[config.mk]
export PLATFORM = sky130hd
export DESIGN_NAME = l2_bank_xbar
export DESIGN_NICKNAME = d
export VERILOG_FILES = /design/src/source/mempool_l2_pkg.sv /design/src/source/l2_bank_xbar.sv
export SDC_FILE = /design/constraint.sdc
export NUM_CORES = 1
export LEC_CHECK = 0
export ABC_AREA = 1
export BUFFER_PORTS_ARGS = -buffer_cell sky130_fd_sc_hd__buf_2
export CORE_AREA = 5 5 146 148
export CTS_CLUSTER_DIAMETER = 30
export DETAILED_ROUTE_END_ITERATION = 10
export DIE_AREA = 0 0 151 153
export PLACE_DENSITY = 0.49
export SLEW_MARGIN = 0
export SYNTH_ARGS = -nofsm -noshare
export SYNTH_HDL_FRONTEND = slang
export SYNTH_SLANG_ARGS = --single-unit
[constraint.sdc]
create_clock -name clk_i -period 1.08 [get_ports clk_i]
set_input_delay 0.054 -clock clk_i [delete_from_list [all_inputs] [get_ports clk_i]]
set_output_delay 0.054 -clock clk_i [all_outputs]
set_load 0.05 [all_outputs]
[src/source/mempool_l2_pkg.sv]
/*
 * Shared address map, widths, request structs and boot ROM image of the L2 system.
 * Every RTL file pulls this in by a wildcard import in its module header.
 */
package mempool_l2_pkg;

  localparam int unsigned AddrWidth      = 32;
  localparam int unsigned DataWidth      = 32;
  localparam int unsigned StrbWidth      = DataWidth / 8;
  localparam int unsigned NumInitiators  = 2;
  localparam int unsigned NumL2Banks     = 4;
  localparam int unsigned L2BankNumWords = 256;
  localparam int unsigned NumCores       = 4;

  localparam int unsigned ByteOffWidth    = $clog2(StrbWidth);
  localparam int unsigned BankIdxWidth    = $clog2(NumL2Banks);
  localparam int unsigned BankWordWidth   = $clog2(L2BankNumWords);
  localparam int unsigned BootromNumWords = 16;
  localparam int unsigned BootromIdxWidth = $clog2(BootromNumWords);

  typedef logic [AddrWidth-1:0]     addr_t;
  typedef logic [DataWidth-1:0]     data_t;
  typedef logic [StrbWidth-1:0]     strb_t;
  typedef logic [2:0]               tgt_idx_t;
  typedef logic [0:0]               ini_idx_t;
  typedef logic [BankWordWidth-1:0] word_addr_t;

  // Address map
  localparam int unsigned L2Size          = NumL2Banks * L2BankNumWords * StrbWidth;
  localparam addr_t       L2BaseAddr      = 32'h8000_0000;
  localparam addr_t       L2EndAddr       = L2BaseAddr + L2Size;
  localparam addr_t       BootromBaseAddr = 32'hA000_0000;
  localparam addr_t       BootromEndAddr  = BootromBaseAddr + BootromNumWords * StrbWidth;
  localparam addr_t       CtrlBaseAddr    = 32'h4000_0000;

  // Control block word indices (byte offsets 0 and 4)
  localparam word_addr_t CtrlWakeUpWord = 8'd0;
  localparam word_addr_t CtrlEocWord    = 8'd1;

  // Banks take indices 0 to NumL2Banks-1
  localparam int unsigned TgtBootrom = NumL2Banks;
  localparam int unsigned TgtCtrl    = NumL2Banks + 1;
  localparam int unsigned NumTargets = NumL2Banks + 2;

  typedef struct packed {
    addr_t addr;
    logic  we;
    data_t wdata;
    strb_t strb;
  } mem_req_t;

  typedef struct packed {
    word_addr_t addr;
    logic       we;
    data_t      wdata;
    strb_t      strb;
  } tgt_req_t;

  // Word-interleaved view of an L2 address
  typedef struct packed {
    logic [AddrWidth-ByteOffWidth-BankIdxWidth-BankWordWidth-1:0] upper;
    logic [BankWordWidth-1:0]                                     word;
    logic [BankIdxWidth-1:0]                                      bank;
    logic [ByteOffWidth-1:0]                                      offset;
  } l2_fields_t;

  typedef union packed {
    addr_t      raw;
    l2_fields_t l2;
  } l2_addr_u;

  // Boot code: cores park in wfi until woken, then jump to L2
  localparam data_t bootrom_image [BootromNumWords] = '{
    32'hf140_2573,  // csrr a0, mhartid
    32'h4000_02b7,  // lui t0, 0x40000
    32'h1050_0073,  // wfi
    32'h0002_a303,
    32'hfe03_0ce3,
    32'h8000_02b7,  // lui t0, 0x80000
    32'h0002_8067,  // jr t0
    32'h0000_0013,
    32'h0000_0013,
    32'h0000_0013,
    32'h0000_0013,
    32'h0000_0013,
    32'h0000_0013,
    32'h0000_0013,
    32'h0000_006f,  // trap loop
    32'hb007_c0de
  };

endpackage : mempool_l2_pkg

[src/source/l2_bank_xbar.sv]
/*
 * Request crossbar with one round-robin arbiter per target.
 * Grants go back to the initiators in the same cycle; the winner is forwarded.
 */
`timescale 1ns/1ns

module l2_bank_xbar
  import mempool_l2_pkg::*;
(
  input  logic                         clk_i,
  input  logic                         reset_i,
  input  logic     [NumInitiators-1:0] req_i,
  input  tgt_idx_t [NumInitiators-1:0] tgt_idx_i,
  input  tgt_req_t [NumInitiators-1:0] tgt_req_i,
  output logic     [NumInitiators-1:0] gnt_o,
  output logic     [NumTargets-1:0]    tgt_valid_o,
  output tgt_req_t [NumTargets-1:0]    tgt_req_o,
  output ini_idx_t [NumTargets-1:0]    tgt_ini_o
);

  // Initiator favoured by each target on the next conflict
  ini_idx_t [NumTargets-1:0] prio_q, prio_d;

  always_comb begin
    logic [NumInitiators-1:0] match;
    ini_idx_t                 winner;
    logic                     found;
    int unsigned              cand;

    gnt_o  = '0;
    prio_d = prio_q;
    for (int unsigned t = 0; t < NumTargets; t++) begin
      for (int unsigned i = 0; i < NumInitiators; i++) begin
        match[i] = req_i[i] && (tgt_idx_i[i] == tgt_idx_t'(t));
      end

      // Search starts at the pointer and wraps around
      winner = prio_q[t];
      found  = 1'b0;
      for (int unsigned k = 0; k < NumInitiators; k++) begin
        cand = (int'(prio_q[t]) + k) % NumInitiators;
        if (!found && match[cand]) begin
          winner = ini_idx_t'(cand);
          found  = 1'b1;
        end
      end

      tgt_valid_o[t] = found;
      tgt_ini_o[t]   = winner;
      tgt_req_o[t]   = tgt_req_i[winner];
      if (found) begin
        gnt_o[winner] = 1'b1;
      end

      // Pointer only moves on a real conflict
      if ($countones(match) > 1) begin
        prio_d[t] = ini_idx_t'((int'(winner) + 1) % NumInitiators);
      end
    end
  end

  always_ff @(posedge clk_i) begin
    if (reset_i) begin
      prio_q <= '0;
    end else begin
      prio_q <= prio_d;
    end
  end

endmodule : l2_bank_xbar

==> impl_results.md, run 1 <==
- Root Buffer: clkbuf_16
- Pleak: 7.60 nW
- Post-synthesis instance total: 858
- Initial Util: 0.195
- Min cycle time layout: 1.68 ns
- Drt wl/cell: 23.7 um
- Fin. max-slew vios: 0
- Register area share after synthesis: 0.0309
- Post-synth cell types: 20
- Vias in the first global route: 8,183
- Synth top area cells: nand2_1 (35%), o21ai_0 (28%), inv_1 (12%)
- Worst Hold Depth: 2
- Comb pwr share: 0.925
- Die height: 153 um
- Clock transition at path regs: 0.04 ns
- Routability congestion estimate: 0.859
- Clk_skew: 0 ns
- Area Growth Syn to Fin: 326%
- Mean Syn Cell Area: 4.53 um^2
- Share of post-route cells with drive strength above 1: 0.824
- RSZ-0062 raised after global routing: yes
- Pin count of the biggest net entering global routing: 24
- WP data required: 1.03 ns
- Largest registers: prio_q: 6 flops
- Post-Syn Area: 3880 um^2
- Switching pwr: 6.53 mW
- Net Sw Frac: 0.577
- Reg2Reg Setup Slack: 0.03 ns
- Final period util: 1.56
- Final core occ: 0.832
- Std cell rows: 52
- Final worst slack: -0.600 ns
- Die Span X: 151 um
- Pre-Repair DR Iteration Count: 4
- Max FFs per register: 6
- R2R depth: 7
- Power after layout: 11.3 mW
- DR vias/cell: 5.12
- Post-synth top cells: nand2_1 (359), o21ai_0 (218), inv_1 (119), nand3_1 (57), buf_2 (28)
- Top FF cell, synth: dfxtp_1
- Clk Latency, worst-skew pair: 0.23 ns
- Power Density: 684 nW/um^2
- Routed Antenna Nets: 0
- Violations in the final reports: negative setup slack
- CP max FO: 8
- Final Non-Filler Cells: 1,653
- Crit. Startpoint: prio_q[2]$_SDFFE_PP0N_
- Total track usage: 0.268
- Status: finished, violations left
- Sequential power share: 0.020
- Initial antenna violation count: 0
- Worst r2r dst: prio_q[5]$_SDFFE_PP0N_
- First-pass GRT wire length: 48.9 mm
- Syn_nets: 958
- Die ar.: 23,100 um^2
- Worst Max-Slew Pin Slew: 0.333 ns
- Endpoints failing hold: 0
- Max clock buf depth: 2
- Post-synth ARST share: 0
- CTS tree: done
- Int Power: 4.79 mW
- Yosys top cell area share: 0.347
- Routed via count: 8,470
- Crit path launch type: flop
- Max-slew headroom: 0.778
- CTS buffer count: 3
- Clk network pwr share: 0.055
- Count of nets after finishing: 1,485
- CTS sink cnt: 6
- Synth warn: 0
- Total Wirelength: 39.2 mm
- Ant. Diodes: 0
- # fillers: 1,061
- HP Start: reset_i
- Total core area: 19,900 um^2
- H-tree depth: 1
- # placed instances: 1,537
- Cell with the most instances after synthesis: nand2_1
- Max VDD drop: 0.670 mV
- Detailed Route Iter0 Violations: 265
- Hold buffers post-CTS: 0
- Final setup vio count: 279
- Hold Crit Class: in -> reg
- Drc violations: 0
- Critical path class: reg -> out
- Setup TNS: -141.76 ns
- Largest area contributor in the netlist: nand2_1
- FF+latch count, synth: 6
- Pre-CTS setup slack: -0.552 ns
- Port Buffers: 383
- Max_cap viols: 0
- Gr ovfl total: 0
- Largest Register: prio_q
- Crit path DAT: 1.63 ns
- Hpwl dp: 23.0 mm
- Hold endpoint: prio_q[4]$_SDFFE_PP0N_
- Crit. End Element: primary output
- Worst reg2reg startpoint: prio_q[5]$_SDFFE_PP0N_
- # IOs: 384
- EDFF count, synth: 0
- Max Freq: 595 MHz
==> through the flow <==
step	hold WS [ns]	area (um^2)
floorplan	0.116	7960
CTS	0.0936	13700
detailed placement	0.332	11100
global placement	0.331	11100
finish	0.0926	16600
global route	0.104	16600
==> worst max-delay path by stage <==
stage,endpoint,slack [ns],depth (start not counted)
2_1_floorplan,tgt_req_o[15],-0.20,6
3_3_place_gp,tgt_req_o[122],-0.53,10
3_5_place_dp,tgt_req_o[1],-0.55,9
4_1_cts,tgt_req_o[129],-0.59,8
5_1_grt,tgt_req_o[120],-0.66,8
6_report,tgt_req_o[120],-0.60,8
==> layout by cell type, fill, tap and decap left out, drive strengths merged <==
| cell | netlist | final |
|---|---|---|
| or2 | 1 | 1 |
| nand3 | 57 | 57 |
| nor2 | 12 | 12 |
| clkbuf | 6 | 22 |
| buf | 53 | 557 |
| o21ai | 229 | 229 |
| nand4 | 1 | 1 |
| a21oi | 8 | 8 |
| clkinvlp | 0 | 3 |
| nand2 | 365 | 370 |
| o21bai | 1 | 1 |
| dfxtp | 6 | 6 |
| inv | 119 | 116 |
==> power groups by stage <==
| stage | clock network (mW) | logic (mW) | registers [mW] |
|---|---|---|---|
| finish | 0.621 | 10.5 | 0.224 |
| global route | 0.642 | 10.8 | 0.224 |
| CTS | 0.627 | 9.12 | 0.224 |
| detailed placement | 0 | 7.87 | 0.233 |
| global placement | 0 | 7.85 | 0.233 |
| floorplan | 0 | 5.68 | 0.232 |
==> metal layers <==
| metal | global-route usage | wire length, um |
|---|---|---|
| met1 | 0.305 | 14100 |
| met2 | 0.484 | 20200 |
| met3 | 0.0631 | 2750 |
| met4 | 0.0894 | 2150 |
| met5 | 0 | 0 |
==> worst max-delay path: stages, from the launching register on <==
cell	delay, ns
dfxtp_2	0.31
inv_2	0.05
nand4_1	0.15
nand2_4	0.19
nand2_8	0.14
clkbuf_16	0.22
nand2_2	0.12
nand2_8	0.06
buf_12	0.14
==> timing repair <==
item                                    4_1_cts  5_1_grt
gates resized for setup                     505      574
pin swaps                                    21       48
buffers inserted                             21       57
endpoints found under the setup margin      280      283
gates cloned                                 21       28
==> final cells by class <==
cell class                      instances  area [um^2]  share of cell area
Multi-Input combinational cell        679         8030               0.485
Inverter                              119          458              0.0276
Timing Repair Buffer                  576         7530               0.454
Clock buffer                            3         75.1             0.00453
Sequential cell                         6          133             0.00801
Tap cell                              270          338              0.0204
==> cells by family after synthesis <==
logic type | after synthesis | synth area share
AND/OR/NAND/NOR | 436 | 0.449
buffers and inverters | 178 | 0.213
flip-flops | 6 | 0.0309
AO/OA/AOI/OAI | 238 | 0.307
No activity file was read; power rests on OpenSTA's default activity.
==> run 2: changes to the inputs <==
Settings changed: CTS_BUF_LIST set to sky130_fd_sc_hd__clkbuf_2.
==> run 2 against run 1 <==
The flow still finishes with violations (negative setup slack). Clock power shrank 69%. Power shrank 5.4%. Sequential power shrank 3%. Global-route usage up 2.5 points. Maximum frequency is 2.1% lower. Core utilization decreased by 1.5 points. Via count fell by 1.7%. Wire length down 2.3%. Clock skew did not move. Sequential share of layout area is essentially flat. Critical path type unchanged. Largest cell class unchanged. Largest power group unchanged.
==> impl_results.md, run 2 (same netlist as run 1, synthesis figures left out) <==
- Status: finished, violations left
- Violations in the final reports: negative setup slack
- Crit. End Element: primary output
- Clk_skew: 0 ns
- Dpl cell area: 11,100 um^2
- Crit path launch type: flop
- H-tree depth: 1
- WP data required: 1.03 ns
- Hold buffers post-CTS: 0
- Sequential power share: 0.020
- Clk Latency, worst-skew pair: 0.23 ns
- Initial Util: 0.195
- Crit-path slowest cell: dfxtp_4
- Pleak: 7.34 nW
- # fillers: 1,127
- Cell area after layout: 16,300 um^2
- Port Buffers: 383
- Std cell rows: 52
- Die height: 153 um
- Pin count of the biggest net entering global routing: 23
- Final core occ: 0.816
- Area Growth Syn to Fin: 319%
- Max-slew headroom: 0.782
- Switching pwr: 6.42 mW
- Worst Max-Slew Pin Slew: 0.327 ns
- Crit path DAT: 1.66 ns
- Die ar.: 23,100 um^2
- Reg2Reg Setup Slack: 0 ns
- Final setup vio count: 279
- Hold endpoint: prio_q[4]$_SDFFE_PP0N_
- Max_cap viols: 0
- Routability congestion estimate: 0.859
- Setup TNS: -143.01 ns
- Root Buffer: clkbuf_2
- Cell family with most CP delay: simple AND/OR/NAND/NOR gates
- Max clock buf depth: 2
- Share of post-route cells with drive strength above 1: 0.832
- CTS sink cnt: 6
- Max VDD drop: 0.380 mV
- Total Wirelength: 38.3 mm
- Initial antenna violation count: 0
- Power after layout: 10.7 mW
- Detailed Route Iter0 Violations: 241
- Die Span X: 151 um
- Max FFs per register: 6
- Max incr delay on CP: 0.37 ns
- Final period util: 1.59
- Drc violations: 0
- Commonest non-fill, non-tap cell in the layout: o21ai_4
- Ant. Diodes: 0
- # IOs: 384
- Pre-CTS setup slack: -0.552 ns
- First-pass GRT wire length: 52.9 mm
- Comb pwr share: 0.962
- Routed Antenna Nets: 0
- DR vias/cell: 5.08
- Vias in the first global route: 8,583
- Min cycle time layout: 1.72 ns
- Worst Hold Depth: 2
- Net Sw Frac: 0.599
- Total track usage: 0.293
- HP Start: reset_i
- Commonest non-fill, non-tap cells in the layout: o21ai_4 (225), buf_6 (168), nand2_4 (115), nand2_2 (115), inv_1 (110)
- Count of nets after finishing: 1,469
- Crit. Startpoint: prio_q[5]$_SDFFE_PP0N_
- Worst path depth: 7
- CTS tree: done
- Routed via count: 8,323
- Final Non-Filler Cells: 1,637
- Final worst slack: -0.637 ns
- CTS buffer count: 3
- Largest Register: prio_q
- Endpoints failing hold: 0
- RSZ-0062 raised after global routing: yes
- Fin. max-slew vios: 0
- # placed instances: 1,537
- Hpwl dp: 23.0 mm
- Clk network pwr share: 0.018
- Int Power: 4.29 mW
- R2R depth: 6
- Power Density: 659 nW/um^2
- Critical path class: reg -> out
- Pre-Repair DR Iteration Count: 4
- Worst r2r dst: prio_q[2]$_SDFFE_PP0N_
- Drt wl/cell: 23.4 um
- CP max FO: 8
- Worst path cell trace: or2_4 -> nand2_8 -> buf_12 -> buf_6 -> nand2_4 -> o21ai_4 -> buf_12
- Worst reg2reg startpoint: prio_q[2]$_SDFFE_PP0N_
- Total core area: 19,900 um^2
- Largest registers: prio_q: 6 flops
- Clock transition at path regs: 0.10 ns
- Hold Crit Class: in -> reg
- Cell mode on critical path: buf_12
- Worst hold slack: 0.0707 ns
- Gr ovfl total: 0
- Max Freq: 582 MHz
- WP buf/inv: 3
[run 2: cell types whose count changed in the layout (fill, tap and decap cells not counted), sizes merged]
cell | previous run | this run
buf | 557 | 547
clkbuf | 22 | 14
nand2 | 370 | 372
[run 2: per-layer routing]
metal	global-route usage	wire (um)	vias to the layer above
met5	0	0	-
met4	0.102	2020	0
met3	0.0693	2590	105
met1	0.340	14100	4062
met2	0.520	19600	370
li1	-	-	3786
[run 2: power groups by stage]
stage | logic [mW] | clock network, mW | registers [mW]
after floorplan | 5.68 | 0 | 0.232
after global placement | 7.85 | 0 | 0.233
after detailed placement | 7.87 | 0 | 0.233
after CTS | 9.66 | 0.195 | 0.223
after global routing | 10.6 | 0.201 | 0.218
final | 10.3 | 0.190 | 0.218
[run 2: layout make-up]
type	count	area (um^2)	area share
clock buffer	3	15.0	0.000924
inverter	119	460	0.0283
multi-input combinational	681	8010	0.493
sequential	6	138	0.00847
tap	270	338	0.0208
timing repair buffer	558	7290	0.449
[run 2: what timing repair did]
| item | CTS | global route |
|---|---|---|
| pin swaps | 33 | 43 |
| endpoints found under the setup margin | 280 | 284 |
| gates resized for setup | 722 | 301 |
| gates cloned | 34 | 16 |
| endpoints found under the hold margin | 0 | 0 |
| setup buffers | 38 | 32 |
[run 2: how the worst max path moves through the flow]
stage | end | slack [ns]
6_report | tgt_req_o[244] | -0.64
5_1_grt | tgt_req_o[113] | -0.70
4_1_cts | tgt_req_o[35] | -0.62
3_5_place_dp | tgt_req_o[1] | -0.55
3_3_place_gp | tgt_req_o[122] | -0.53
2_1_floorplan | tgt_req_o[15] | -0.20
==> run 3: changes to the inputs <==
Settings changed: CORE_AREA 5 5 146 148 to 2 2 147 149, DIE_AREA 0 0 151 153 to 0 0 149 151, PLACE_DENSITY 0.49 to 0.47.
==> run 3 against run 2 <==
The flow still finishes with violations (negative setup slack). Register-to-register slack lost 0.05 ns. Non-clock buffer count increased by 30. First-iteration DRC count up 15%. Clock-buffer cell count did not move. Cell count rose by 2.2%. Largest cell class unchanged.
==> impl_results.md, run 3 (same netlist as run 1, synthesis figures left out) <==
- Status: finished, violations left
- Violations in the final reports: negative setup slack
- Worst hold slack: 0.0890 ns
- CP max FO: 6
- FF+latch area: 135 um^2
- Worst path cell trace: nand3_2 -> nand2_4 -> buf_12 -> nand2_8 -> buf_12 -> buf_16 -> o21ai_4 -> buf_6
- Std cell rows: 53
- Max incr delay on CP: 0.36 ns
- Worst Max-Slew Pin Slew: 0.346 ns
- Pin count of the biggest net entering global routing: 23
- Die height: 151 um
- # fillers: 1,254
- Final setup vio count: 279
- Initial antenna violation count: 0
- CTS buffer count: 3
- Largest registers: prio_q: 6 flops
- # IOs: 384
- Commonest non-fill, non-tap cell in the layout: o21ai_4
- Clock transition at path regs: 0.08 ns
- DR vias/cell: 4.96
- Power Density: 644 nW/um^2
- Crit path launch type: flop
- Pleak: 7.53 nW
- Routed via count: 8,306
- Count of nets after finishing: 1,500
- Detailed Route Iter0 Violations: 276
- Die Span X: 149 um
- Endpoints failing hold: 0
- Commonest non-fill, non-tap cells in the layout: o21ai_4 (225), buf_6 (202), nand2_4 (127)
- Max-slew headroom: 0.769
- Total Wirelength: 37.1 mm
- Total core area: 20,800 um^2
- Cell mode on critical path: buf_12
- Share of post-route cells with drive strength above 1: 0.823
- Max VDD drop: 0.425 mV
- CTS sink cnt: 6
- CTS tree: done
- Cell area after layout: 16,500 um^2
- Max Freq: 580 MHz
- Clk Latency, worst-skew pair: 0.23 ns
- Fin. max-slew vios: 0
- Die ar.: 22,500 um^2
- Pre-Repair DR Iteration Count: 4
- Max clock buf depth: 2
- Largest Register: prio_q
- Max FFs per register: 6
- Area Growth Syn to Fin: 324%
- Final worst slack: -0.645 ns
- Hold buffers post-CTS: 0
- Port Buffers: 383
- Pre-CTS setup slack: -0.533 ns
- Drc violations: 0
- Ant. Diodes: 0
- Power after layout: 10.6 mW
- Vias in the first global route: 7,475
- Routed Antenna Nets: 0
- WP data required: 1.03 ns
- Min cycle time layout: 1.73 ns
- Final core occ: 0.791
- Total track usage: 0.251
- Routability congestion estimate: 0.851
- Cell family with most CP delay: buffers and inverters
- First-pass GRT wire length: 44.3 mm
- RSZ-0062 raised after global routing: yes
- Hold Crit Class: in -> reg
- WP buf/inv: 4
- Final period util: 1.60
- Initial Util: 0.187
- H-tree depth: 1
- Crit path DAT: 1.67 ns
- Clk_skew: 0 ns
- Drt wl/cell: 22.1 um
- Hpwl dp: 22.0 mm
- Multi-input logic area: 7930 um^2
- Crit. End Element: primary output
- Gr ovfl total: 0
- Dpl cell area: 11,100 um^2
- Crit-path slowest cell: dfxtp_2
- Root Buffer: clkbuf_2
- Critical path class: reg -> out
- Max_cap viols: 0
## run 3: cell types whose count changed in the layout (fill, tap and decap cells not counted), moves of 4 or more
cell | before | now
nand2_8 | 53 | 49
clkbuf_16 | 11 | 25
nand2_1 | 89 | 104
nand2_4 | 115 | 127
nand3_2 | 11 | 15
nand3_4 | 34 | 28
buf_6 | 168 | 202
nand2_2 | 115 | 93
buf_12 | 98 | 90
buf_16 | 32 | 21
## run 3: layer usage
metal / GRT usage / up-vias / part of all wire
met5: 0 / - / 0
met4: 0.0581 / 0 / 0.037
met3: 0.0452 / 84 / 0.052
met2: 0.462 / 331 / 0.53
met1: 0.303 / 4052 / 0.38
li1: - / 3839 / -
## run 3: final timing paths
check             slack, ns                     end  depth (start not counted)                   start
setup reg to reg      -0.05  prio_q[2]$_SDFFE_PP0N_                          6  prio_q[2]$_SDFFE_PP0N_
hold / removal         0.09  prio_q[3]$_SDFFE_PP0N_                          2                 reset_i
hold reg to reg        0.52  prio_q[5]$_SDFFE_PP0N_                          2  prio_q[5]$_SDFFE_PP0N_
setup / recovery      -0.65          tgt_req_o[224]                          8  prio_q[4]$_SDFFE_PP0N_
## run 3: final cells by class
type	count	share of cell area
tap	275	0.0209
inverter	119	0.0280
clock buffer	3	0.000912
multi-input combinational	682	0.482
timing repair buffer	588	0.460
sequential	6	0.00821
## run 3: timing repair
action	in CTS	in global routing
cloned	18	34
resized for setup	482	581
pin swaps	15	67
setup buffers	27	48
setup endpoints to repair	280	285
## run 3: metrics by stage
stage / setup TNS, ns / instances
final: -150.82 / 1673
after global routing: -171.01 / 1673
after CTS: -154.29 / 1602
after detailed placement: -120.29 / 1554
after global placement: -119.98 / 1554
after floorplan: -30.22 / 858
## run 3: report_power, final
| part | internal [mW] | leakage [nW] | switching (mW) |
|---|---|---|---|
| clock network | 0.0758 | 0.0125 | 0.105 |
| logic | 3.98 | 7.47 | 6.23 |
| registers | 0.218 | 0.0523 | 0.00321 |
