File: src/source/mempool_l2_pkg.sv
/*
 * Shared address map, widths, request structs and boot ROM image of the L2 system.
 * Every RTL file pulls this in by a wildcard import in its module header.
 */
package mempool_l2_pkg;

  localparam int unsigned AddrWidth      = 32;
  localparam int unsigned DataWidth      = 32;
  localparam int unsigned StrbWidth      = DataWidth / 8;
  localparam int unsigned NumInitiators  = 2;
  localparam int unsigned NumL2Banks     = 4;
  localparam int unsigned L2BankNumWords = 256;
  localparam int unsigned NumCores       = 4;

  localparam int unsigned ByteOffWidth    = $clog2(StrbWidth);
  localparam int unsigned BankIdxWidth    = $clog2(NumL2Banks);
  localparam int unsigned BankWordWidth   = $clog2(L2BankNumWords);
  localparam int unsigned BootromNumWords = 16;
  localparam int unsigned BootromIdxWidth = $clog2(BootromNumWords);

  typedef logic [AddrWidth-1:0]     addr_t;
  typedef logic [DataWidth-1:0]     data_t;
  typedef logic [StrbWidth-1:0]     strb_t;
  typedef logic [2:0]               tgt_idx_t;
  typedef logic [0:0]               ini_idx_t;
  typedef logic [BankWordWidth-1:0] word_addr_t;

  // Address map
  localparam int unsigned L2Size          = NumL2Banks * L2BankNumWords * StrbWidth;
  localparam addr_t       L2BaseAddr      = 32'h8000_0000;
  localparam addr_t       L2EndAddr       = L2BaseAddr + L2Size;
  localparam addr_t       BootromBaseAddr = 32'hA000_0000;
  localparam addr_t       BootromEndAddr  = BootromBaseAddr + BootromNumWords * StrbWidth;
  localparam addr_t       CtrlBaseAddr    = 32'h4000_0000;

  // Control block word indices (byte offsets 0 and 4)
  localparam word_addr_t CtrlWakeUpWord = 8'd0;
  localparam word_addr_t CtrlEocWord    = 8'd1;

  // Banks take indices 0 to NumL2Banks-1
  localparam int unsigned TgtBootrom = NumL2Banks;
  localparam int unsigned TgtCtrl    = NumL2Banks + 1;
  localparam int unsigned NumTargets = NumL2Banks + 2;

  typedef struct packed {
    addr_t addr;
    logic  we;
    data_t wdata;
    strb_t strb;
  } mem_req_t;

  typedef struct packed {
    word_addr_t addr;
    logic       we;
    data_t      wdata;
    strb_t      strb;
  } tgt_req_t;

  // Word-interleaved view of an L2 address
  typedef struct packed {
    logic [AddrWidth-ByteOffWidth-BankIdxWidth-BankWordWidth-1:0] upper;
    logic [BankWordWidth-1:0]                                     word;
    logic [BankIdxWidth-1:0]                                      bank;
    logic [ByteOffWidth-1:0]                                      offset;
  } l2_fields_t;

  typedef union packed {
    addr_t      raw;
    l2_fields_t l2;
  } l2_addr_u;

  // Boot code: cores park in wfi until woken, then jump to L2
  localparam data_t bootrom_image [BootromNumWords] = '{
    32'hf140_2573,  // csrr a0, mhartid
    32'h4000_02b7,  // lui t0, 0x40000
    32'h1050_0073,  // wfi
    32'h0002_a303,
    32'hfe03_0ce3,
    32'h8000_02b7,  // lui t0, 0x80000
    32'h0002_8067,  // jr t0
    32'h0000_0013,
    32'h0000_0013,
    32'h0000_0013,
    32'h0000_0013,
    32'h0000_0013,
    32'h0000_0013,
    32'h0000_0013,
    32'h0000_006f,  // trap loop
    32'hb007_c0de
  };

endpackage : mempool_l2_pkg

File: src/source/bootrom.sv
/*
 * Read-only boot image with a registered read port.
 * Has no write path, so writes addressed here are dropped.
 */
`timescale 1ns/1ns

module bootrom
  import mempool_l2_pkg::*;
(
  input  logic       clk_i,
  input  logic       req_i,
  input  word_addr_t addr_i,
  output data_t      rdata_o
);

  logic [BootromIdxWidth-1:0] word_idx;

  // Decode already limits the index to the image size
  assign word_idx = addr_i[BootromIdxWidth-1:0];

  always_ff @(posedge clk_i) begin
    if (req_i) begin
      rdata_o <= bootrom_image[word_idx];
    end
  end

endmodule : bootrom

File: config.mk
export PLATFORM = sky130hd
export DESIGN_NAME = bootrom
export DESIGN_NICKNAME = d
export VERILOG_FILES = /design/src/source/mempool_l2_pkg.sv /design/src/source/bootrom.sv
export SDC_FILE = /design/constraint.sdc
export NUM_CORES = 1
export LEC_CHECK = 0
export BUFFER_PORTS_ARGS = -buffer_cell sky130_fd_sc_hd__buf_2
export CAP_MARGIN = 20
export CORE_MARGIN = 2
export CORE_UTILIZATION = 43
export CTS_CLUSTER_DIAMETER = 120
export CTS_CLUSTER_SIZE = 30
export DETAILED_ROUTE_END_ITERATION = 6
export PLACE_DENSITY = 0.82
export SLEW_MARGIN = 15
export SYNTH_ARGS = -nofsm -noshare
export SYNTH_HDL_FRONTEND = slang
export SYNTH_SLANG_ARGS = --single-unit
File: constraint.sdc
create_clock -name clk_i -period 0.9 [get_ports clk_i]
set_input_delay 0.045 -clock clk_i [delete_from_list [all_inputs] [get_ports clk_i]]
set_output_delay 0.045 -clock clk_i [all_outputs]
set_load 0.005 [all_outputs]
==> flow_results.xml, run 1 <==
<?xml version="1.0" encoding="UTF-8"?>
<metrics>
  <group name="route">
    <metric name="detail_route.drc_violations" unit="">0</metric>
    <metric name="antenna_violating_nets_post_route" unit="">0</metric>
    <metric name="via_per_inst" unit="">4.61</metric>
    <metric name="drt_iter0_markers" unit="">10</metric>
    <metric name="drt-total-wl" unit="mm">1.63</metric>
    <metric name="drtPass1Iterations" unit="">4</metric>
    <metric name="routed-via-count" unit="">701</metric>
    <metric name="wl_per_cell" unit="um">10.7</metric>
  </group>
  <group name="placed_design">
    <metric name="detailedPlacementHpwl" unit="mm">1.24</metric>
    <metric name="dp_worst_setup_slack" unit="ns">-0.216</metric>
    <metric name="finalWeightedCongestion" unit="">0.736</metric>
    <metric name="io_buffer_count" unit="">32</metric>
  </group>
  <group name="die">
    <metric name="die_height" unit="um">54.4</metric>
    <metric name="floorplan.initialDensity" unit="%">44.9</metric>
    <metric name="design.portCount" unit="">42</metric>
    <metric name="core.rowCount" unit="">18</metric>
    <metric name="core_region_area" unit="sq um">2430</metric>
    <metric name="die_outline_area" unit="sq um">2960</metric>
    <metric name="die_w" unit="um">54.4</metric>
  </group>
  <group name="global_route">
    <metric name="antenna_found_initial" unit="">0</metric>
    <metric name="groute.layer.met1.usage" unit="%">13.5</metric>
    <metric name="grt_pass1_vias" unit="">609</metric>
    <metric name="top_usage_layer" unit="">met2</metric>
    <metric name="gr-usage-all-layers" unit="%">12.0</metric>
    <metric name="grt_first_pass_wirelength" unit="mm">2.53</metric>
    <metric name="total_global_routing_overflow" unit="">0</metric>
    <metric name="grtUsageMet2" unit="%">21.9</metric>
    <metric name="largest_net_degree_at_the_start_of_global_routing" unit="">23</metric>
    <metric name="use_met3" unit="%">1.64</metric>
  </group>
  <group name="pwr">
    <metric name="power.density_cell_area" unit="nW/um^2">1470</metric>
    <metric name="ir_worst_vdd" unit="mV">0.750</metric>
    <metric name="p_leak" unit="nW">0.610</metric>
  </group>
  <group name="clock_tree">
    <metric name="tritoncts.num_buffers" unit="">3</metric>
    <metric name="cts_max_path_buffers" unit="">2</metric>
    <metric name="cts.hold.buffers_added" unit="">0</metric>
    <metric name="tritoncts" unit="">built</metric>
    <metric name="clk_pin_slew_worst_paths" unit="ns">0.11</metric>
    <metric name="clock-sinks" unit="">22</metric>
    <metric name="postCtsSetupRepairBufs" unit="">0</metric>
    <metric name="clock_tree.htree_level_count" unit="">1</metric>
    <metric name="root_buffer" unit="">sky130_fd_sc_hd__clkbuf_4</metric>
  </group>
  <group name="worst_setup_path">
    <metric name="critical-path-slowest-cell" unit="">sky130_fd_sc_hd__edfxtp_1</metric>
    <metric name="critical_path_cell_by_cell" unit="">buf_2</metric>
    <metric name="worst_ep_arrival_time" unit="ns">0.85</metric>
    <metric name="max_incr_delay_on_cp" unit="ns">0.42</metric>
    <metric name="criticalPathCategory" unit="">register to output port</metric>
    <metric name="crit_end_category" unit="">output port</metric>
    <metric name="path_delay_family" unit="">flip-flops</metric>
    <metric name="worst-endpoint-required" unit="ns">0.85</metric>
    <metric name="critical_path.max_fanout" unit="">4</metric>
    <metric name="crit_path_start_kind" unit="">register</metric>
    <metric name="path_buf_inv" unit="">1</metric>
  </group>
  <group name="job">
    <metric name="drv_cap" unit="">0</metric>
  </group>
  <group name="sta">
    <metric name="setup_total_negative_slack" unit="ns">0</metric>
    <metric name="setup_repair_after_global_routing_missed_its_margin" unit="">true</metric>
    <metric name="period_minus_slack" unit="ns">0.896</metric>
    <metric name="finalHoldViolations" unit="">0</metric>
    <metric name="timing.final.crit_share" unit="%">99.6</metric>
    <metric name="slew_viol_final" unit="">0</metric>
    <metric name="setup_ws" unit="ns">0.00372</metric>
    <metric name="fmax" unit="MHz">1120</metric>
    <metric name="report.final.setup_viol" unit="">0</metric>
  </group>
  <group name="synthesis">
    <metric name="number_of_flops_mapped_to_enable_cells_by_yosys" unit="">22</metric>
    <metric name="synth-seq-area-share" unit="%">60.5</metric>
    <metric name="yosysWarnings" unit="">0</metric>
    <metric name="post_synth_instance_area" unit="sq um">1090</metric>
    <metric name="dominant_combinational_cell_family_by_area_after_synthesis" unit="">simple AND/OR/NAND/NOR gates</metric>
    <metric name="post_synth_mux_area_share" unit="%">1.95</metric>
    <metric name="synth.distinct_cells" unit="">25</metric>
    <metric name="post_synth_fa_ha_maj_area_fraction" unit="%">6.87</metric>
    <metric name="synthXorXnorAreaFrac" unit="%">0</metric>
    <metric name="synth_simple_gate_area_share" unit="%">11.6</metric>
    <metric name="synthesized_area_fraction_occupied_by_ao_oa_aoi_and_oai_cells" unit="%">7.22</metric>
    <metric name="asyncSetResetFlopFracSynth" unit="%">0</metric>
    <metric name="synthesis_stage_register_bit_count" unit="">22</metric>
    <metric name="postSynthCellCount" unit="">86</metric>
    <metric name="synth_flop_cell" unit="">sky130_fd_sc_hd__edfxtp_1</metric>
    <metric name="post_synth.cell_area_avg" unit="sq um">12.7</metric>
  </group>
  <group name="cells_and_area">
    <metric name="finalCoreUtilization" unit="%">55.5</metric>
    <metric name="net_count_of_the_finished_layout" unit="">140</metric>
    <metric name="register_containing_the_most_flip_flops_in_the_final_layout" unit="">rdata_o</metric>
    <metric name="reg_top3" unit="">rdata_o (22)</metric>
    <metric name="largest_register_ff_count" unit="">22</metric>
    <metric name="insertedDiodeCount" unit="">0</metric>
    <metric name="drive_above_1_share" unit="%">44.3</metric>
    <metric name="areaGrowthSynthToFinish" unit="%">23.6</metric>
  </group>
  <group name="min_path">
    <metric name="worst_hold_path_type" unit="">input port to register</metric>
  </group>
  <group name="status">
    <metric name="outcome" unit="">complete, no violations</metric>
  </group>
</metrics>
synthesized netlist by cell type, drive strengths merged (2+ instances only):
cell	n	area (sq um)
inv	4	15.0
ha	6	75.1
nand2	7	26.3
nor2	6	22.5
and3	2	12.5
and2	3	18.8
nor3	2	15.0
o21ai	6	30.0
buf	14	108
or2	2	12.5
edfxtp	22	661
conb	2	7.51
a22o	2	17.5
worst paths after layout:
| path | start | end | slack [ns] | cells after the start |
|---|---|---|---|---|
| setup / recovery | rdata_o[27] | rdata_o[11] | 0.004 | 1 |
| hold / removal | req_i | rdata_o[4] | 0.14 | 2 |
per-layer routing:
layer | share of wire, % | up-vias
li1 | - | 354
met1 | 43 | 320
met2 | 50 | 25
met3 | 6.1 | 2
met4 | 1.4 | 0
met5 | 0 | -
layout by cell type, fill, tap and decap left out:
cell                        n
sky130_fd_sc_hd__conb_1     5
sky130_fd_sc_hd__inv_1      2
sky130_fd_sc_hd__nand2_1    7
sky130_fd_sc_hd__inv_2      1
sky130_fd_sc_hd__buf_12     2
sky130_fd_sc_hd__nor3_1     1
sky130_fd_sc_hd__and2_1     3
sky130_fd_sc_hd__nand2b_4   1
sky130_fd_sc_hd__nand3_1    1
sky130_fd_sc_hd__a21oi_1    1
sky130_fd_sc_hd__o21ai_0    4
sky130_fd_sc_hd__and3_1     2
sky130_fd_sc_hd__o21ai_1    2
sky130_fd_sc_hd__mux2_4     1
sky130_fd_sc_hd__buf_4     10
sky130_fd_sc_hd__nor3_2     1
sky130_fd_sc_hd__clkbuf_4   3
sky130_fd_sc_hd__a21boi_2   1
sky130_fd_sc_hd__edfxtp_1  22
sky130_fd_sc_hd__ha_4       1
sky130_fd_sc_hd__buf_2     32
sky130_fd_sc_hd__inv_4      1
sky130_fd_sc_hd__nor2_1     6
sky130_fd_sc_hd__mux2i_1    1
sky130_fd_sc_hd__ha_1       5
sky130_fd_sc_hd__a22o_1     2
sky130_fd_sc_hd__o21bai_1   1
sky130_fd_sc_hd__or2_1      2
sky130_fd_sc_hd__a22oi_1    1
cells by family after synthesis:
| kind of cell | Yosys count |
|---|---|
| AND/OR/NAND/NOR | 24 |
| flip-flops | 22 |
| buffers and inverters | 18 |
| AO/OA/AOI/OAI | 12 |
| adder cells (fa/ha/maj) | 6 |
| multiplexers | 2 |
| other | 2 |
metrics by stage:
stage	hold WS (ns)	cells	area (sq um)	total power [mW]
2_1_floorplan	0.157	89	1120	1.44
3_3_place_gp	0.436	149	1330	1.58
3_5_place_dp	0.435	149	1330	1.59
4_1_cts	0.160	152	1350	1.97
5_1_grt	0.157	152	1350	2.06
6_report	0.142	152	1350	1.98
power breakdown:
| part | switching, mW | total [mW] | internal, mW |
|---|---|---|---|
| Sequential | 0.0166 | 1.23 | 1.22 |
| Combinational | 0.163 | 0.329 | 0.166 |
| Clock | 0.260 | 0.416 | 0.156 |
cell type report:
class / count / area [sq um]
inverter: 4 / 17.5
fill: 214 / 1080
tap: 30 / 37.5
timing repair buffer: 44 / 275
clock buffer: 3 / 22.5
sequential: 22 / 661
multi-input combinational: 49 / 337
what timing repair did:
action / in CTS / in global routing
resized for setup: 0 / 0
endpoints found under the hold margin: 0 / 0
setup endpoints to repair: 0 / 6
No activity file was read; power rests on OpenSTA's default activity.
==> run 2, diff against run 1 <==
- CORE_ASPECT_RATIO: not set -> 1.25
==> run 2 against run 1 <==
Against the previous run: power about the same; final area is 0.19% higher; critical path depth unchanged; the run now ends with negative setup slack left; highest routed layer unchanged; global-route usage down 0.15 points; setup slack worse by 0.012 ns; worst hold slack better by 0.0046 ns; combinational power fell by 1%; sequential share of layout area down 0.091 points; count of clock-buffer cells in the layout stayed put; final cell count is 3.3% higher.
==> flow_results.xml, run 2 (synthesis gave the netlist of run 1 again) <==
<?xml version="1.0" encoding="UTF-8"?>
<metrics>
  <group name="clock_tree">
    <metric name="tritoncts.num_buffers" unit="">3</metric>
    <metric name="postCtsSetupRepairBufs" unit="">0</metric>
    <metric name="tritoncts" unit="">built</metric>
    <metric name="cts_max_path_buffers" unit="">2</metric>
    <metric name="root_buffer" unit="">sky130_fd_sc_hd__clkbuf_4</metric>
    <metric name="post_cts_resized" unit="">0</metric>
    <metric name="clock_tree.htree_level_count" unit="">1</metric>
    <metric name="clock-sinks" unit="">22</metric>
    <metric name="clk_pin_slew_worst_paths" unit="ns">0.11</metric>
    <metric name="cts.hold.buffers_added" unit="">0</metric>
  </group>
  <group name="route">
    <metric name="antenna_violating_nets_post_route" unit="">0</metric>
    <metric name="routed-via-count" unit="">720</metric>
    <metric name="via_per_inst" unit="">4.59</metric>
    <metric name="drtPass1Iterations" unit="">4</metric>
    <metric name="drt_iter0_markers" unit="">15</metric>
    <metric name="wl_per_cell" unit="um">10.5</metric>
    <metric name="detail_route.drc_violations" unit="">0</metric>
    <metric name="drt-total-wl" unit="mm">1.65</metric>
  </group>
  <group name="worst_setup_path">
    <metric name="crit_end_category" unit="">output port</metric>
    <metric name="worst_ep_arrival_time" unit="ns">0.86</metric>
    <metric name="path_buf_inv" unit="">1</metric>
    <metric name="criticalPathCategory" unit="">register to output port</metric>
    <metric name="crit_path_start_kind" unit="">register</metric>
    <metric name="critical-path-slowest-cell" unit="">sky130_fd_sc_hd__edfxtp_1</metric>
    <metric name="max_incr_delay_on_cp" unit="ns">0.42</metric>
    <metric name="worst-endpoint-required" unit="ns">0.85</metric>
    <metric name="critical_path.max_fanout" unit="">4</metric>
    <metric name="path_delay_family" unit="">flip-flops</metric>
    <metric name="critical_path_cell_by_cell" unit="">buf_2</metric>
  </group>
  <group name="global_route">
    <metric name="total_global_routing_overflow" unit="">0</metric>
    <metric name="antenna_found_initial" unit="">0</metric>
    <metric name="gr-usage-all-layers" unit="%">11.9</metric>
    <metric name="grt_first_pass_wirelength" unit="mm">2.57</metric>
    <metric name="grt_pass1_vias" unit="">650</metric>
    <metric name="largest_net_degree_at_the_start_of_global_routing" unit="">23</metric>
  </group>
  <group name="cells_and_area">
    <metric name="finish.cell_count_without_fillers" unit="">157</metric>
    <metric name="reg_top3" unit="">rdata_o (22)</metric>
    <metric name="insertedDiodeCount" unit="">0</metric>
    <metric name="net_count_of_the_finished_layout" unit="">141</metric>
    <metric name="areaGrowthSynthToFinish" unit="%">23.8</metric>
    <metric name="drive_above_1_share" unit="%">44.4</metric>
    <metric name="register_containing_the_most_flip_flops_in_the_final_layout" unit="">rdata_o</metric>
    <metric name="leading_cell_type_in_the_layout_fill_and_taps_excluded" unit="">sky130_fd_sc_hd__buf_2</metric>
    <metric name="largest_register_ff_count" unit="">22</metric>
    <metric name="layout.cells.most_common_list" unit="">32 x sky130_fd_sc_hd__buf_2, 22 x sky130_fd_sc_hd__edfxtp_1, 12 x sky130_fd_sc_hd__buf_4, 7 x sky130_fd_sc_hd__nand2_1, 6 x sky130_fd_sc_hd__nor2_1</metric>
  </group>
  <group name="sta">
    <metric name="slew_viol_final" unit="">0</metric>
    <metric name="fmax" unit="MHz">1100</metric>
    <metric name="timing.hold.ws" unit="ns">0.147</metric>
    <metric name="report.final.setup_viol" unit="">4</metric>
    <metric name="timing.final.crit_share" unit="%">101</metric>
    <metric name="setup_ws" unit="ns">-0.00786</metric>
    <metric name="setup_repair_after_global_routing_missed_its_margin" unit="">true</metric>
    <metric name="finalHoldViolations" unit="">0</metric>
    <metric name="period_minus_slack" unit="ns">0.908</metric>
  </group>
  <group name="pwr">
    <metric name="p_leak" unit="nW">0.612</metric>
    <metric name="ir_worst_vdd" unit="mV">0.646</metric>
    <metric name="totalPowerFinal" unit="mW">1.98</metric>
    <metric name="power.density_cell_area" unit="nW/um^2">1460</metric>
  </group>
  <group name="placed_design">
    <metric name="detailedPlacementHpwl" unit="mm">1.33</metric>
    <metric name="dp_worst_setup_slack" unit="ns">-0.202</metric>
    <metric name="io_buffer_count" unit="">32</metric>
    <metric name="placedCellCount" unit="">153</metric>
    <metric name="finalWeightedCongestion" unit="">0.823</metric>
  </group>
  <group name="status">
    <metric name="violated_checks" unit="">negative setup slack</metric>
    <metric name="outcome" unit="">finished, violations left</metric>
  </group>
  <group name="die">
    <metric name="core_region_area" unit="sq um">2430</metric>
    <metric name="floorplan.initialDensity" unit="%">45.0</metric>
    <metric name="design.portCount" unit="">42</metric>
    <metric name="die_height" unit="um">60.4</metric>
    <metric name="die_w" unit="um">49.1</metric>
    <metric name="core.rowCount" unit="">20</metric>
    <metric name="die_outline_area" unit="sq um">2960</metric>
  </group>
  <group name="job">
    <metric name="drv_cap" unit="">0</metric>
  </group>
  <group name="min_path">
    <metric name="worst_hold_path_type" unit="">input port to register</metric>
  </group>
</metrics>
-- run 2: cell count changes in the layout (fill, tap and decap cells not counted) --
cell | previous run | this run
sky130_fd_sc_hd__buf_4 | 10 | 12
sky130_fd_sc_hd__clkinv_1 | 0 | 1
sky130_fd_sc_hd__buf_12 | 2 | 1
-- run 2: where the power goes --
group	switching, mW	internal [mW]	leakage [nW]
logic	0.161	0.164	0.385
clock network	0.257	0.161	0.0154
registers	0.0189	1.22	0.212
total	0.438	1.54	0.612
-- run 2: path summary, 6_finish.rpt --
kind	from	to	slack (ns)	depth (start not counted)
worst max-delay path	rdata_o[27]	rdata_o[27]	-0.008	1
worst min-delay path	req_i	rdata_o[15]	0.15	2
-- run 2: final cells by class --
cell class	count	area, sq um
Clock buffer	3	22.5
Inverter	4	17.5
Sequential cell	22	661
Fill cell	218	1070
Timing Repair Buffer	45	270
Multi-Input combinational cell	49	337
Clock inverter	1	3.75
Tap cell	33	41.3
-- run 2: stage by stage --
step / utilization (%) / cell area, sq um / setup TNS, ns
global placement: 54.6 / 1330 / -1.37
detailed placement: 54.6 / 1330 / -1.64
CTS: 55.7 / 1350 / -0.0925
floorplan: - / 1120 / 0
finish: 55.7 / 1350 / -0.0299
global route: 55.7 / 1350 / -0.196
-- run 2: metal layers --
layer	share of wire [%]	track usage, %
met2	56	23.6
met3	5.3	0.985
met4	3.1	12.2
met5	0	0
met1	36	10.2
==> run 3, diff against run 2 <==
--- a/config.mk
+++ b/config.mk
@@ -12,5 +12,5 @@
 export CORE_UTILIZATION = 43
 export CTS_CLUSTER_DIAMETER = 120
-export CTS_CLUSTER_SIZE = 30
+export CTS_CLUSTER_SIZE = 20
 export DETAILED_ROUTE_END_ITERATION = 6
 export PLACE_DENSITY = 0.82
==> constraint.sdc (replaced) <==
create_clock -name clk_i -period 0.9 [get_ports clk_i]
set_input_delay 0.09 -clock clk_i [delete_from_list [all_inputs] [get_ports clk_i]]
set_output_delay 0.09 -clock clk_i [all_outputs]
set_load 0.005 [all_outputs]
==> run 3 against run 2 <==
Against the previous run: the run still ends with negative setup slack left; count of clock-buffer cells in the layout did not move; non-clock buffer count did not move; sequential power hardly changed; die area did not move; utilization increased by 0.57 points; worst hold slack improved by 0.060 ns; combinational power is 2% higher; largest power group unchanged; highest routed layer unchanged.
==> flow_results.xml, run 3 (synthesis gave the netlist of run 1 again) <==
<?xml version="1.0" encoding="UTF-8"?>
<metrics>
  <group name="die">
    <metric name="die_height" unit="um">60.4</metric>
    <metric name="die_w" unit="um">49.1</metric>
    <metric name="die_outline_area" unit="sq um">2960</metric>
    <metric name="floorplan.initialDensity" unit="%">45.0</metric>
    <metric name="core_region_area" unit="sq um">2430</metric>
    <metric name="core.rowCount" unit="">20</metric>
    <metric name="design.portCount" unit="">42</metric>
  </group>
  <group name="min_path">
    <metric name="worstHoldStart" unit="">req_i</metric>
    <metric name="worst_hold_path.endpoint" unit="">rdata_o[16]</metric>
    <metric name="hold_depth" unit="">2</metric>
    <metric name="worst_hold_path_type" unit="">input port to register</metric>
  </group>
  <group name="worst_setup_path">
    <metric name="critical_path.max_fanout" unit="">4</metric>
    <metric name="worst_ep_arrival_time" unit="ns">0.85</metric>
    <metric name="critical_path_cell_by_cell" unit="">buf_2</metric>
    <metric name="path_buf_inv" unit="">1</metric>
    <metric name="path_delay_family" unit="">flip-flops</metric>
    <metric name="critical-path-slowest-cell" unit="">sky130_fd_sc_hd__edfxtp_1</metric>
    <metric name="criticalPathCategory" unit="">register to output port</metric>
    <metric name="crit_end_category" unit="">output port</metric>
    <metric name="worst-endpoint-required" unit="ns">0.81</metric>
    <metric name="max_incr_delay_on_cp" unit="ns">0.42</metric>
    <metric name="crit_path_start_kind" unit="">register</metric>
  </group>
  <group name="placed_design">
    <metric name="finalWeightedCongestion" unit="">0.771</metric>
    <metric name="detailedPlacementHpwl" unit="mm">1.28</metric>
    <metric name="io_buffer_count" unit="">32</metric>
    <metric name="dpl-instance-area" unit="sq um">1340</metric>
  </group>
  <group name="global_route">
    <metric name="gr-usage-all-layers" unit="%">11.6</metric>
    <metric name="largest_net_degree_at_the_start_of_global_routing" unit="">23</metric>
    <metric name="grt_first_pass_wirelength" unit="mm">2.63</metric>
    <metric name="total_global_routing_overflow" unit="">0</metric>
    <metric name="grt_pass1_vias" unit="">645</metric>
    <metric name="antenna_found_initial" unit="">0</metric>
  </group>
  <group name="clock_tree">
    <metric name="tritoncts" unit="">built</metric>
    <metric name="postCtsSetupRepairBufs" unit="">0</metric>
    <metric name="root_buffer" unit="">sky130_fd_sc_hd__clkbuf_4</metric>
    <metric name="clock-sinks" unit="">22</metric>
    <metric name="post_cts_resized" unit="">0</metric>
    <metric name="cts_max_path_buffers" unit="">2</metric>
    <metric name="clk_pin_slew_worst_paths" unit="ns">0.10</metric>
    <metric name="clock_tree.htree_level_count" unit="">1</metric>
    <metric name="cts.hold.buffers_added" unit="">0</metric>
    <metric name="tritoncts.num_buffers" unit="">3</metric>
  </group>
  <group name="sta">
    <metric name="period_minus_slack" unit="ns">0.939</metric>
    <metric name="slew_viol_final" unit="">0</metric>
    <metric name="setup_ws" unit="ns">-0.0387</metric>
    <metric name="finalHoldViolations" unit="">0</metric>
    <metric name="setup_repair_after_global_routing_missed_its_margin" unit="">true</metric>
    <metric name="fmax" unit="MHz">1070</metric>
    <metric name="report.final.setup_viol" unit="">4</metric>
    <metric name="timing.final.crit_share" unit="%">104</metric>
  </group>
  <group name="cells_and_area">
    <metric name="largest_register_ff_count" unit="">22</metric>
    <metric name="areaGrowthSynthToFinish" unit="%">25.1</metric>
    <metric name="finalCoreUtilization" unit="%">56.3</metric>
    <metric name="layout.cells.most_common_list" unit="">32 x sky130_fd_sc_hd__buf_2, 22 x sky130_fd_sc_hd__edfxtp_1, 11 x sky130_fd_sc_hd__buf_4, 7 x sky130_fd_sc_hd__nand2_1, 6 x sky130_fd_sc_hd__nor2_1</metric>
    <metric name="drive_above_1_share" unit="%">45.5</metric>
    <metric name="insertedDiodeCount" unit="">0</metric>
    <metric name="register_containing_the_most_flip_flops_in_the_final_layout" unit="">rdata_o</metric>
    <metric name="stdcell_area" unit="sq um">1370</metric>
    <metric name="leading_cell_type_in_the_layout_fill_and_taps_excluded" unit="">sky130_fd_sc_hd__buf_2</metric>
    <metric name="reg_top3" unit="">rdata_o (22)</metric>
    <metric name="net_count_of_the_finished_layout" unit="">141</metric>
  </group>
  <group name="route">
    <metric name="antenna_violating_nets_post_route" unit="">0</metric>
    <metric name="drt_iter0_markers" unit="">6</metric>
    <metric name="wl_per_cell" unit="um">9.91</metric>
    <metric name="routed-via-count" unit="">704</metric>
    <metric name="drt-total-wl" unit="mm">1.55</metric>
    <metric name="via_per_inst" unit="">4.51</metric>
    <metric name="detail_route.drc_violations" unit="">0</metric>
    <metric name="drtPass1Iterations" unit="">2</metric>
  </group>
  <group name="pwr">
    <metric name="ir_worst_vdd" unit="mV">0.544</metric>
    <metric name="p_leak" unit="nW">0.614</metric>
    <metric name="power.density_cell_area" unit="nW/um^2">1440</metric>
  </group>
  <group name="status">
    <metric name="violated_checks" unit="">negative setup slack</metric>
    <metric name="outcome" unit="">finished, violations left</metric>
  </group>
  <group name="job">
    <metric name="drv_cap" unit="">0</metric>
  </group>
</metrics>
[run 3: cell count changes in the layout (fill, tap and decap cells not counted)]
cell | previous run | this run
sky130_fd_sc_hd__buf_12 | 1 | 2
sky130_fd_sc_hd__buf_4 | 12 | 11
sky130_fd_sc_hd__clkinv_1 | 1 | 0
sky130_fd_sc_hd__ha_1 | 5 | 4
sky130_fd_sc_hd__ha_2 | 0 | 1
sky130_fd_sc_hd__inv_2 | 1 | 0
sky130_fd_sc_hd__inv_4 | 1 | 2
[run 3: power by group]
| part | switching [mW] | internal, mW |
|---|---|---|
| logic | 0.162 | 0.170 |
| clock network | 0.242 | 0.155 |
| registers | 0.0166 | 1.22 |
[run 3: worst max-delay path by stage]
stage | startpoint | end | cells past startpoint
6_report | rdata_o[27] | rdata_o[26] | 1
5_1_grt | rdata_o[27] | rdata_o[26] | 1
4_1_cts | rdata_o[27] | rdata_o[26] | 1
3_5_place_dp | addr_i[0] | rdata_o[31] | 5
3_3_place_gp | addr_i[1] | rdata_o[2] | 6
2_1_floorplan | addr_i[1] | rdata_o[2] | 5
[run 3: cell type report]
type | count | area [sq um]
inverters | 4 | 20.0
multi-input cells | 49 | 339
well taps | 33 | 41.3
clock buffers | 3 | 22.5
fillers | 204 | 1060
flip-flops and latches | 22 | 661
repair buffers | 45 | 283
[run 3: per-stage QoR]
| step | power (mW) | setup WS (ns) | hold slack, ns | cells | TNS, ns |
|---|---|---|---|---|---|
| after floorplan | 1.44 | -0.0299 | 0.202 | 89 | -0.0299 |
| after global placement | 1.58 | -0.211 | 0.481 | 153 | -1.78 |
| after detailed placement | 1.59 | -0.236 | 0.480 | 153 | -2.04 |
| after CTS | 1.98 | -0.0510 | 0.202 | 156 | -0.224 |
| after global routing | 2.05 | -0.0754 | 0.215 | 156 | -0.732 |
| final | 1.96 | -0.0387 | 0.206 | 156 | -0.154 |
[run 3: per-layer routing]
layer  vias up  global-route usage [%]  wire [um]
li1        357                       -          -
met1       317                    12.1        602
met2        26                    22.8        827
met3         4                    2.22         93
met4         0                    4.90         23
met5         -                       0          0
